==> config.mk <==
export PLATFORM = sky130hd
export DESIGN_NAME = sd_cmd_host
export DESIGN_NICKNAME = d
export VERILOG_FILES = /design/src/sd_cmd_pkg.sv /design/src/sd_cmd_host.sv /design/src/cmd_path_ctrl.sv /design/src/sd_cmd_rx.sv /design/src/sd_cmd_tx.sv /design/src/sd_clk_div.sv /design/src/sd_crc7.sv
export SDC_FILE = /design/constraint.sdc
export NUM_CORES = 1
export LEC_CHECK = 0
export BUFFER_PORTS_ARGS = -buffer_cell sky130_fd_sc_hd__buf_4
export CORE_ASPECT_RATIO = 0.7
export CORE_MARGIN = 3
export CORE_UTILIZATION = 35
export DETAILED_ROUTE_END_ITERATION = 12
export PLACE_DENSITY = 0.6
export SETUP_SLACK_MARGIN = 0.1
export SLEW_MARGIN = 20
export SYNTH_ARGS = -nofsm -noshare
export SYNTH_HDL_FRONTEND = slang
export SYNTH_SLANG_ARGS = --single-unit
==> constraint.sdc <==
create_clock -name clk -period 5.1 [get_ports clk]
set_input_delay 0.51 -clock clk [delete_from_list [all_inputs] [get_ports clk]]
set_output_delay 0.51 -clock clk [all_outputs]
set_load 0.02 [all_outputs]
==> src/sd_cmd_pkg.sv <==
package sd_cmd_pkg;

    localparam int CMD_FRAME_LEN = 48;         // Start, dir, index, arg, crc, end
    localparam int RESP_LEN      = 48;         // Short response length

    localparam logic [6:0] CRC7_POLY = 7'h09;  // x^7 + x^3 + 1

    // Response type codes as seen on the request port
    localparam logic [1:0] RESP_NONE        = 2'd0;
    localparam logic [1:0] RESP_SHORT       = 2'd1;  // R1, R6, R7
    localparam logic [1:0] RESP_SHORT_NOCRC = 2'd3;  // R3 without crc or index check

    // One 48-bit response word read either as R1 or as R3
    typedef union packed {
        struct packed {
            logic        start;
            logic        dir;
            logic [5:0]  index;
            logic [31:0] status;   // Card status
            logic [6:0]  crc;
            logic        stop;
        } r1;
        struct packed {
            logic        start;
            logic        dir;
            logic [5:0]  rsvd_hi;  // All ones on the wire
            logic [31:0] ocr;
            logic [6:0]  rsvd_lo;  // All ones in place of crc
            logic        stop;
        } r3;
    } resp48_u;

endpackage
==> src/sd_cmd_host.sv <==
`timescale 1ns/1ps

module sd_cmd_host #(
    parameter int CLK_DIV      = 4,
    parameter int RESP_TIMEOUT = 64
) (
    input  logic                clk,
    input  logic                rst_n,
    input  logic                cmd_valid,
    output logic                cmd_ready,
    input  logic [5:0]          cmd_index,
    input  logic [31:0]         cmd_arg,
    input  logic [1:0]          resp_type,
    input  logic                index_check_en,
    input  logic                crc_check_en,
    output logic                resp_valid,
    input  logic                resp_ready,
    output sd_cmd_pkg::resp48_u resp_data,
    output logic                timeout_err,
    output logic                crc_err,
    output logic                index_err,
    output logic                sd_clk,
    output logic                cmd_o,
    output logic                cmd_oe,
    input  logic                cmd_i
);
    logic        bit_stb;
    logic        tx_start;
    logic [5:0]  tx_index;
    logic [31:0] tx_arg;
    logic        tx_done;
    logic        rx_arm;
    logic        rx_started;
    logic        rx_done;
    logic        rx_crc_ok;
    logic [47:0] rx_word;

    sd_clk_div #(.CLK_DIV(CLK_DIV)) i_clk_div (
        .clk     (clk),
        .rst_n   (rst_n),
        .sd_clk  (sd_clk),
        .bit_stb (bit_stb)
    );

    sd_cmd_tx i_tx (
        .clk       (clk),
        .rst_n     (rst_n),
        .bit_stb   (bit_stb),
        .tx_start  (tx_start),
        .cmd_index (tx_index),
        .cmd_arg   (tx_arg),
        .cmd_o     (cmd_o),
        .cmd_oe    (cmd_oe),
        .tx_done   (tx_done)
    );

    sd_cmd_rx i_rx (
        .clk        (clk),
        .rst_n      (rst_n),
        .bit_stb    (bit_stb),
        .rx_arm     (rx_arm),
        .cmd_i      (cmd_i),
        .rx_started (rx_started),
        .rx_done    (rx_done),
        .rx_crc_ok  (rx_crc_ok),
        .rx_word    (rx_word)
    );

    cmd_path_ctrl #(.RESP_TIMEOUT(RESP_TIMEOUT)) i_ctrl (
        .clk            (clk),
        .rst_n          (rst_n),
        .cmd_valid      (cmd_valid),
        .cmd_ready      (cmd_ready),
        .cmd_index      (cmd_index),
        .cmd_arg        (cmd_arg),
        .resp_type      (resp_type),
        .index_check_en (index_check_en),
        .crc_check_en   (crc_check_en),
        .bit_stb        (bit_stb),
        .tx_start       (tx_start),
        .tx_index       (tx_index),
        .tx_arg         (tx_arg),
        .tx_done        (tx_done),
        .rx_arm         (rx_arm),
        .rx_started     (rx_started),
        .rx_done        (rx_done),
        .rx_crc_ok      (rx_crc_ok),
        .rx_word        (rx_word),
        .resp_valid     (resp_valid),
        .resp_ready     (resp_ready),
        .resp_data      (resp_data),
        .timeout_err    (timeout_err),
        .crc_err        (crc_err),
        .index_err      (index_err)
    );

endmodule

==> src/cmd_path_ctrl.sv <==
`timescale 1ns/1ps

module cmd_path_ctrl #(
    parameter int RESP_TIMEOUT = 64
) (
    input  logic                clk,
    input  logic                rst_n,
    input  logic                cmd_valid,
    output logic                cmd_ready,
    input  logic [5:0]          cmd_index,
    input  logic [31:0]         cmd_arg,
    input  logic [1:0]          resp_type,
    input  logic                index_check_en,
    input  logic                crc_check_en,
    input  logic                bit_stb,
    output logic                tx_start,
    output logic [5:0]          tx_index,
    output logic [31:0]         tx_arg,
    input  logic                tx_done,
    output logic                rx_arm,
    input  logic                rx_started,
    input  logic                rx_done,
    input  logic                rx_crc_ok,
    input  logic [47:0]         rx_word,
    output logic                resp_valid,
    input  logic                resp_ready,
    output sd_cmd_pkg::resp48_u resp_data,
    output logic                timeout_err,
    output logic                crc_err,
    output logic                index_err
);
    import sd_cmd_pkg::*;

    localparam logic [2:0] IDLE      = 3'd0;
    localparam logic [2:0] SEND      = 3'd1;
    localparam logic [2:0] WAIT_RESP = 3'd2;
    localparam logic [2:0] RECV      = 3'd3;
    localparam logic [2:0] REPORT    = 3'd4;

    localparam int TW = $clog2(RESP_TIMEOUT + 1);

    logic [2:0]    state;
    logic [5:0]    idx_q;
    logic [31:0]   arg_q;
    logic [1:0]    type_q;
    logic          idx_chk_q;
    logic          crc_chk_q;
    logic [TW-1:0] tmo_cnt;   // Bit periods waited
    logic          accept;
    logic          tmo_hit;
    resp48_u       rx_resp;

    assign accept     = cmd_valid && cmd_ready;
    assign cmd_ready  = (state == IDLE);
    assign resp_valid = (state == REPORT);
    assign rx_arm     = (state == WAIT_RESP) || (state == RECV);
    assign tx_index   = idx_q;
    assign tx_arg     = arg_q;
    assign rx_resp    = rx_word;
    assign tmo_hit    = bit_stb && (tmo_cnt == TW'(RESP_TIMEOUT - 1));

    always_ff @(posedge clk) begin
        if (accept) begin
            idx_q     <= cmd_index;
            arg_q     <= cmd_arg;
            type_q    <= resp_type;
            idx_chk_q <= index_check_en;
            crc_chk_q <= crc_check_en;
        end
    end

    // Result word is zero unless a response was really received
    always_ff @(posedge clk) begin
        if ((state == SEND && tx_done) ||
            (state == WAIT_RESP && !rx_started && tmo_hit)) begin
            resp_data <= '0;
        end else if (state == RECV && rx_done) begin
            resp_data <= rx_resp;
        end
    end

    always_ff @(posedge clk or negedge rst_n) begin
        if (!rst_n) begin
            state       <= IDLE;
            tx_start    <= 1'b0;
            tmo_cnt     <= '0;
            timeout_err <= 1'b0;
            crc_err     <= 1'b0;
            index_err   <= 1'b0;
        end else begin
            tx_start <= accept;
            case (state)
                IDLE: begin
                    if (accept) begin
                        state       <= SEND;
                        timeout_err <= 1'b0;
                        crc_err     <= 1'b0;
                        index_err   <= 1'b0;
                    end
                end
                SEND: begin
                    if (tx_done) begin
                        tmo_cnt <= '0;
                        state   <= (type_q == RESP_NONE) ? REPORT : WAIT_RESP;
                    end
                end
                WAIT_RESP: begin
                    if (rx_started) begin
                        state <= RECV;
                    end else if (tmo_hit) begin
                        state       <= REPORT;
                        timeout_err <= 1'b1;
                    end else if (bit_stb) begin
                        tmo_cnt <= tmo_cnt + 1'b1;
                    end
                end
                RECV: begin
                    if (rx_done) begin
                        state     <= REPORT;
                        crc_err   <= crc_chk_q && (type_q != RESP_SHORT_NOCRC) && !rx_crc_ok;
                        index_err <= idx_chk_q && (type_q == RESP_SHORT) &&
                                     (rx_resp.r1.index != idx_q);
                    end
                end
                REPORT: begin
                    if (resp_ready) begin
                        state <= IDLE;
                    end
                end
                default: state <= IDLE;
            endcase
        end
    end

    // Long responses are not handled by this path
    a_no_r2: assert property (@(posedge clk) disable iff (!rst_n)
        accept |-> (resp_type != 2'd2));

    a_result_hold: assert property (@(posedge clk) disable iff (!rst_n)
        (resp_valid && !resp_ready) |=> resp_valid && $stable(resp_data) &&
            $stable({timeout_err, crc_err, index_err}));

endmodule

==> src/sd_cmd_rx.sv <==
`timescale 1ns/1ps

module sd_cmd_rx (
    input  logic        clk,
    input  logic        rst_n,
    input  logic        bit_stb,
    input  logic        rx_arm,
    input  logic        cmd_i,
    output logic        rx_started,
    output logic        rx_done,
    output logic        rx_crc_ok,
    output logic [47:0] rx_word
);
    import sd_cmd_pkg::*;

    localparam logic [5:0] CRC_END = 6'(RESP_LEN - 8);  // Bits 47..8 feed the crc
    localparam logic [5:0] LAST    = 6'(RESP_LEN - 1);

    logic        recv;
    logic [5:0]  cnt;    // Bits taken so far
    logic [47:0] sreg;
    logic        start;
    logic        take;
    logic [6:0]  crc;

    assign start = rx_arm && !recv && bit_stb && !cmd_i;  // Start bit seen
    assign take  = rx_arm && recv && bit_stb;

    sd_crc7 i_crc (
        .clk   (clk),
        .rst_n (rst_n),
        .clear (!recv && !start),
        .shift (start || (take && (cnt < CRC_END))),
        .din   (cmd_i),
        .crc   (crc)
    );

    always_ff @(posedge clk or negedge rst_n) begin
        if (!rst_n) begin
            recv      <= 1'b0;
            cnt       <= 6'd0;
            rx_done   <= 1'b0;
            rx_crc_ok <= 1'b0;
        end else begin
            rx_done <= 1'b0;
            if (!rx_arm) begin           // Abort
                recv <= 1'b0;
                cnt  <= 6'd0;
            end else if (start) begin
                recv <= 1'b1;
                cnt  <= 6'd1;
            end else if (take) begin
                if (cnt == LAST) begin
                    recv      <= 1'b0;
                    cnt       <= 6'd0;
                    rx_done   <= 1'b1;
                    rx_crc_ok <= (crc == sreg[6:0]);  // Received bits 7..1
                end else begin
                    cnt <= cnt + 1'b1;
                end
            end
        end
    end

    always_ff @(posedge clk) begin
        if (start || take) begin
            sreg <= {sreg[46:0], cmd_i};
        end
    end

    assign rx_word    = sreg;
    assign rx_started = recv;

endmodule

==> src/sd_cmd_tx.sv <==
`timescale 1ns/1ps

module sd_cmd_tx (
    input  logic        clk,
    input  logic        rst_n,
    input  logic        bit_stb,
    input  logic        tx_start,
    input  logic [5:0]  cmd_index,
    input  logic [31:0] cmd_arg,
    output logic        cmd_o,
    output logic        cmd_oe,
    output logic        tx_done
);
    import sd_cmd_pkg::*;

    localparam logic [5:0] CRC_POS = 6'(CMD_FRAME_LEN - 8);  // First crc bit
    localparam logic [5:0] LAST    = 6'(CMD_FRAME_LEN);      // Release slot

    logic        busy;
    logic [5:0]  cnt;
    logic [39:0] sreg;
    logic [39:0] head;
    logic        go;
    logic [6:0]  crc;

    // Frame head comes straight from the inputs on the very first bit
    assign head = busy ? sreg : {1'b0, 1'b1, cmd_index, cmd_arg};
    assign go   = bit_stb && (busy || tx_start);

    sd_crc7 i_crc (
        .clk   (clk),
        .rst_n (rst_n),
        .clear (!busy && !tx_start),
        .shift (go && (cnt < CRC_POS)),
        .din   (head[39]),
        .crc   (crc)
    );

    always_ff @(posedge clk or negedge rst_n) begin
        if (!rst_n) begin
            busy    <= 1'b0;
            cnt     <= 6'd0;
            cmd_o   <= 1'b1;
            cmd_oe  <= 1'b0;
            tx_done <= 1'b0;
        end else begin
            tx_done <= 1'b0;
            if (go) begin
                if (cnt == LAST) begin   // End bit period is over
                    busy    <= 1'b0;
                    cnt     <= 6'd0;
                    cmd_o   <= 1'b1;
                    cmd_oe  <= 1'b0;
                    tx_done <= 1'b1;
                end else begin
                    busy   <= 1'b1;
                    cnt    <= cnt + 1'b1;
                    cmd_oe <= 1'b1;
                    cmd_o  <= (cnt == CRC_POS) ? crc[6] : head[39];
                end
            end else if (tx_start) begin
                busy <= 1'b1;            // Wait for the next strobe
            end
        end
    end

    // CRC and end bit are spliced in behind the payload
    always_ff @(posedge clk) begin
        if (go) begin
            sreg <= (cnt == CRC_POS) ? {crc[5:0], 1'b1, 33'd0} : {head[38:0], 1'b0};
        end else if (tx_start) begin
            sreg <= head;
        end
    end

    a_start_idle: assert property (@(posedge clk) disable iff (!rst_n)
        tx_start |-> !busy);

endmodule

==> src/sd_clk_div.sv <==
`timescale 1ns/1ps

module sd_clk_div #(
    parameter int CLK_DIV = 4
) (
    input  logic clk,
    input  logic rst_n,
    output logic sd_clk,
    output logic bit_stb
);
    localparam int HALF = CLK_DIV / 2;
    localparam int CW   = (HALF > 1) ? $clog2(HALF) : 1;

    logic [CW-1:0] cnt;
    logic          edge_now;

    assign edge_now = (cnt == CW'(HALF - 1));  // sd_clk toggles on this cycle

    always_ff @(posedge clk or negedge rst_n) begin
        if (!rst_n) begin
            cnt    <= '0;
            sd_clk <= 1'b0;
        end else if (edge_now) begin
            cnt    <= '0;
            sd_clk <= ~sd_clk;
        end else begin
            cnt <= cnt + 1'b1;
        end
    end

    // Strobe sits on the cycle whose closing edge drops sd_clk,
    // so the bit boundary and the strobe share one clk edge
    assign bit_stb = edge_now && sd_clk;

    a_stb_single: assert property (@(posedge clk) disable iff (!rst_n)
        bit_stb |=> !bit_stb);

endmodule

==> src/sd_crc7.sv <==
`timescale 1ns/1ps

module sd_crc7 (
    input  logic       clk,
    input  logic       rst_n,
    input  logic       clear,
    input  logic       shift,
    input  logic       din,
    output logic [6:0] crc
);
    import sd_cmd_pkg::*;

    logic fb;

    assign fb = crc[6] ^ din;  // Feedback of the serial LFSR

    always_ff @(posedge clk or negedge rst_n) begin
        if (!rst_n) begin
            crc <= 7'd0;
        end else if (clear) begin
            crc <= 7'd0;  // Clear wins over shift
        end else if (shift) begin
            crc <= {crc[5:0], 1'b0} ^ ({7{fb}} & CRC7_POLY);
        end
    end

endmodule

==> metrics.yaml, run 1 <==
pwr:
  p_per_area_nw_per_um2: 433
  leakage_nw: 4.23
  vdd_drop_max_mv: 0.210
clocking:
  cts_setup_buffers: 0
  cts_root_buffer: "clkbuf_16"
  ctsHoldBuffers: 0
  cts_made_buffers: 24
  htreeDepth: 1
  cts_sinks: 227
  cts_tree: "done"
  clk_path_buf_depth: 3
  ctsResizeCount: 0
  clk_latency_ns: 0.51
  clk_pin_slew_ns: 0.06
global_routing:
  grt_pass1_wl_um: 30900
  gr-total-overflow: 0
  met3_usage_pct: 2.79
  grtUsageMet2_pct: 20.5
  grt_start_max_net_pins: 50
  grt.total_usage_pct: 13.1
  top_usage_layer: "met2"
  antenna_found_initial: 0
  met1_usage_pct: 18.9
  grt_pass1_vias: 5896
synth:
  synth_edf_count: 130
  ys_seq_area_share_pct: 65.6
  yosys_warnings: 0
  synth_area_per_cell_sq_um: 11.8
  synth.area.top_cells: "edfxtp_1 42%, dfrtp_1 13%, dfxtp_1 10%, nand2_1 7.4%, mux2_2 4.7%"
  netlist_instances: 787
  synth_common_cells: "183 x nand2_1, 130 x edfxtp_1, 66 x a21oi_1"
  ys_ff_latch: 227
  yosys.cell_count.top_type: "nand2_1"
  synthArstFlopShare_pct: 21.6
  synth_top_cell_by_area: "edfxtp_1"
  synth_ff_type: "edfxtp_1"
  synth_area_sq_um: 9280
  synth_nets: 838
  yosys.area.top_type_share_pct: 42.1
  synth.distinct_cells: 60
layout:
  stdcell_count: 1253
  synthToLayoutAreaGrowth_pct: 20.5
  nNetsFinal: 930
  fillers: 2448
  diodes: 0
  drive_gt1_share_pct: 23.1
critical_path:
  arrival_ns: 3.09
  startpoint: "i_tx.busy"
  r2r-end: "i_tx.sreg[18]"
  r2r_cells: 4
  cp_max_fo: 43
  cp-start-kind: "register"
  cp.required_ns: 5.44
  rr_startpoint: "i_tx.busy"
  end_kind: "register"
  r2r_slack_ns: 2.35
  critPathKind: "register to register"
placed_design:
  gp_congestion: 0.762
  dp.cells: 1210
  dpl.hpwl_um: 12200
  portBuffers: 102
routing:
  viasPerCell: 4.79
  routed_wl_um: 19100
  drtAntennaViolNets: 0
  vias: 6000
  drtPass1Iterations: 8
  drc_errors: 0
  wl_per_cell_um: 15.3
  first_iter_violations: 429
floorplanning:
  die_height_um: 142
  coreArea_sq_um: 25900
  die_area_sq_um: 28500
  die_w_um: 201
  rows: 49
  start_util_pct: 35.9
  io_pins: 103
timing:
  relSlewSlack_pct: 31.7
  clock-skew-final_ns: 0.0156
  fmax_ghz: 0.363
  max_slew.worst_pin.slew_ns: 1.02
  min_period_over_period_pct: 54.0
  finalHoldViolCount: 0
  slew_viol_final: 0
  tns_ns: 0
  rsz0062_at_grt: "no"
  setup_viol: 0
  finalCriticalPeriod_ns: 2.75
job:
  maxCapViolCount: 0
outcome:
  status: "finished clean"
worst_hold_path:
  hp-class: "primary input to asynchronous set/reset pin"
==> critical path, stage by stage, from the launching register on <==
cell and delay (ns):
dfrtp_2 0.99, o211a_1 0.95, buf_4 0.39, nand2_1 0.08, o21ai_0 0.17
==> logic make-up (layout without fill, tap and decap cells) <==
kind of cell	Yosys count	after routing	share of synthesized area [%]
compound gates	148	148	9.29
xor+xnor	19	19	1.79
fa+ha+maj	4	4	0.539
buf+inv	52	161	2.53
flops	227	227	65.6
mux	61	61	7.21
simple gates	276	276	13.0
==> cells in the final DEF, fill, tap and decap left out, types with 3 or more instances in the layout <==
master / count
nand4_1: 3
a2bb2oi_1: 3
a22oi_1: 4
a21oi_1: 66
o31ai_1: 3
dfrtp_1: 47
clkbuf_1: 4
clkbuf_16: 27
nand2b_1: 4
o22ai_1: 3
buf_4: 108
nor2_1: 32
a21boi_0: 3
clkbuf_8: 6
edfxtp_1: 130
inv_1: 10
xor2_1: 9
nand2_1: 183
nand3_1: 17
xnor2_1: 10
mux2_2: 39
dfxtp_1: 48
nor2b_1: 5
nor4_1: 3
ha_1: 4
nor3_1: 4
or3_1: 5
o21ai_0: 46
mux2i_1: 20
==> power breakdown <==
part	leakage [nW]	internal [mW]	switching (mW)
logic	1.62	0.310	0.389
clock network	0.401	1.04	0.695
registers	2.21	2.24	0.165
==> cell type report <==
class	instances	area [sq um]	area share (%)
multi-input combinational	508	2990	26.7
timing repair buffer	108	811	7.25
clock inverter	6	32.5	0.291
sequential	227	6090	54.5
clock buffer	37	773	6.92
tap	357	447	4.00
inverter	10	37.5	0.336
==> flip-flops by register name (all words and copies together) (netlist names), 2 cells and up <==
signal / count
i_ctrl.tx_index: 6
i_ctrl.state: 3
i_tx.cnt: 6
i_ctrl.type_q: 2
i_rx.rx_word: 48
i_ctrl.tx_arg: 32
i_ctrl.tmo_cnt: 7
i_ctrl.resp_data: 48
i_rx.i_crc.crc: 7
i_rx.cnt: 6
i_tx.sreg: 40
i_tx.i_crc.crc: 7
==> routing by layer <==
metal | part of all wire (%) | routed length, um
met2 | 45 | 8590
met5 | 0 | 0
met4 | 2.1 | 395
met3 | 4.5 | 868
met1 | 49 | 9280
==> worst max path at each step <==
stage                                 end  slack (ns)  cells after the start
after floorplan           i_rx.rx_word[0]        1.54                      4
after detailed placement    i_tx.sreg[13]        2.29                      4
after global routing        i_tx.sreg[14]        2.06                      4
after CTS                   i_tx.sreg[18]        2.27                      4
after global placement      i_tx.sreg[32]        2.37                      3
final                       i_tx.sreg[18]        2.35                      4
==> through the flow <==
stage | utilization [%] | power, mW | setup slack, ns | hold WS (ns) | instance area [sq um]
6_report | 43.2 | 4.84 | 2.35 | 0.0328 | 11200
4_1_cts | 43.2 | 4.91 | 2.27 | 0.0326 | 11200
3_5_place_dp | 40.1 | 3.15 | 2.29 | 0.431 | 10400
2_1_floorplan | - | 2.94 | 1.54 | 0.214 | 9280
3_3_place_gp | 40.1 | 3.14 | 2.37 | 0.430 | 10400
5_1_grt | 43.2 | 5.08 | 2.06 | 0.0747 | 11200
(Power assumes the default switching activity.)
==> run 2: changes to the inputs <==
Settings changed: ABC_AREA set to 1, PLACE_DENSITY 0.6 to 0.62.
Clock period 5.1 ns to 2.4 ns, I/O delays scaled along.
==> metrics.yaml, run 2 <==
clocking:
  ctsHoldBuffers: 44
  clk_latency_ns: 0.51
  htreeDepth: 1
  cts_setup_buffers: 0
  cts_tree: "done"
  clk_path_buf_depth: 3
  cts_sinks: 227
  cts_root_buffer: "clkbuf_16"
  clk_pin_slew_ns: 0.06
  cts_made_buffers: 24
  ctsResizeCount: 0
critical_path:
  slowest_stage: "dfrtp_1"
  rr_startpoint: "i_tx.busy"
  path_cells: "inv_1, nor3_1, buf_4"
  critPathKind: "register to output port"
  cp-start-kind: "register"
  r2r_cells: 3
  r2r-end: "i_tx.sreg[16]"
  cp.required_ns: 2.16
  cp_max_fo: 6
  slowest_delay_ns: 0.60
  r2r_slack_ns: 0.48
  critPathTopFamily: "flip-flops"
  end_kind: "output port"
  arrival_ns: 1.72
  worstPathBufferInverterCount: 2
layout:
  fin_area_sq_um: 11800
  fin_util_pct: 45.2
  nNetsFinal: 1132
  drive_gt1_share_pct: 16.6
  final_cell_mix: "269 x nand2_1, 130 x edfxtp_1, 113 x buf_4, 105 x nand3_1, 62 x a21oi_1"
  fillers: 2525
  stdcell_count: 1456
  mostFrequentLayoutCell: "nand2_1"
  synthToLayoutAreaGrowth_pct: 24.6
  diodes: 0
global_routing:
  grt_start_max_net_pins: 57
  antenna_found_initial: 0
  grt_pass1_vias: 6353
  grt.total_usage_pct: 14.2
  grt_pass1_wl_um: 34000
  gr-total-overflow: 0
floorplanning:
  io_pins: 103
  die_height_um: 144
  coreArea_sq_um: 26100
  die_w_um: 203
  start_util_pct: 36.3
  die_area_sq_um: 29100
  rows: 49
timing:
  rsz0062_at_grt: "no"
  finalCriticalPeriod_ns: 1.96
  tns_ns: 0
  min_period_over_period_pct: 81.5
  slew_viol_final: 0
  setup_viol: 0
  fmax_ghz: 0.511
  clock-skew-final_ns: 0.00946
  relSlewSlack_pct: 37.1
  finalHoldViolCount: 0
  max_slew.worst_pin.slew_ns: 0.943
synth:
  synth_ff_type: "edfxtp_1"
  yosys_warnings: 0
  synth_nets: 990
  synth.distinct_cells: 37
  synth_common_cells: "269 x nand2_1, 130 x edfxtp_1, 105 x nand3_1"
  yosys.area.top_type_share_pct: 41.2
  synth_area_sq_um: 9470
  ys_seq_area_share_pct: 64.3
  synth.area.top_cells: "edfxtp_1 41%, dfrtp_1 13%, nand2_1 11%, dfxtp_1 10%, nand3_1 5.5%"
  netlist_instances: 939
  synth_area_per_cell_sq_um: 10.1
  synthArstFlopShare_pct: 21.6
  ys_ff_latch: 227
  yosys.cell_count.top_type: "nand2_1"
  synth_top_cell_by_area: "edfxtp_1"
  synth_edf_count: 130
placed_design:
  dpl.hpwl_um: 13100
  placed_cell_area_sq_um: 10600
  gp_congestion: 0.817
  portBuffers: 102
  dp.cells: 1368
pwr:
  p_per_area_nw_per_um2: 694
  p_total_mw: 8.19
  p_switching_mw: 1.72
  power_frac_comb_pct: 4.2
  clockPowerShare_pct: 44.4
  p_int_mw: 6.47
  seqPwrFrac_pct: 51.3
  leakage_nw: 4.84
  vdd_drop_max_mv: 0.378
  swShare_pct: 21.0
worst_hold_path:
  hold_path_end: "i_ctrl.state[2]"
  hp-class: "primary input to register"
  hold_path_depth: 4
  hold_start: "resp_ready"
routing:
  drc_errors: 0
  routed_wl_um: 20800
  first_iter_violations: 522
  wl_per_cell_um: 14.3
  drtPass1Iterations: 5
  drtAntennaViolNets: 0
  viasPerCell: 4.75
  vias: 6913
outcome:
  status: "finished clean"
job:
  maxCapViolCount: 0
-- run 2: power by group through the flow --
stage                     Combinational (mW)  Clock [mW]  Sequential (mW)
after floorplan                        0.170           0             4.28
after CTS                              0.354        3.73             4.21
after global routing                   0.395        3.90             4.21
after detailed placement               0.291           0             4.29
after global placement                 0.287           0             4.28
final                                  0.347        3.64             4.21
-- run 2: routing by layer --
metal	GRT usage, %	wire length (um)	vias up
met4	3.24	391	0
met3	2.54	1030	29
met1	21.9	10600	3248
met2	20.9	8840	161
li1	-	-	3475
met5	0	0	-
-- run 2: tightest hold or removal path: stages --
cell,delay [ns]
buf_4,0.09
inv_1,0.04
nand4_1,0.11
nand2_1,0.06
-- run 2: cell type report --
cell class / instances / area (sq um) / area share [%]
clock buffers: 34 / 699 / 5.93
clock inverters: 10 / 86.3 / 0.731
inverters: 60 / 225 / 1.91
multi-input cells: 609 / 2920 / 24.8
flip-flops and latches: 227 / 6090 / 51.6
well taps: 357 / 447 / 3.78
repair buffers: 159 / 1330 / 11.3
-- run 2: cells by family after synthesis --
group	count (synthesis)	share of synthesized area, %
mux	1	0.106
fa+ha+maj	4	0.528
buf+inv	103	4.95
simple gates	455	20.8
xor+xnor	16	1.48
flops	227	64.3
compound gates	133	7.82
-- run 2: how the worst max path moves through the flow --
stage                     startpoint              end  slack (ns)  cells after the start
floorplan           i_clk_div.sd_clk  i_rx.rx_word[0]        0.10                      4
global placement           i_tx.busy    i_tx.sreg[22]        0.49                      3
detailed placement         i_tx.busy    i_tx.sreg[22]        0.45                      3
CTS                  i_ctrl.state[2]       resp_valid        0.38                      3
global route         i_ctrl.state[2]       resp_valid        0.30                      3
finish               i_ctrl.state[2]       resp_valid        0.44                      3
-- run 2: through the flow --
stage / hold slack (ns) / worst slack, ns
after global routing: 0.0670 / 0.297
after CTS: 0.0477 / 0.378
final: 0.0649 / 0.445
after floorplan: -0.0556 / 0.102
after global placement: 0.317 / 0.494
after detailed placement: 0.321 / 0.446
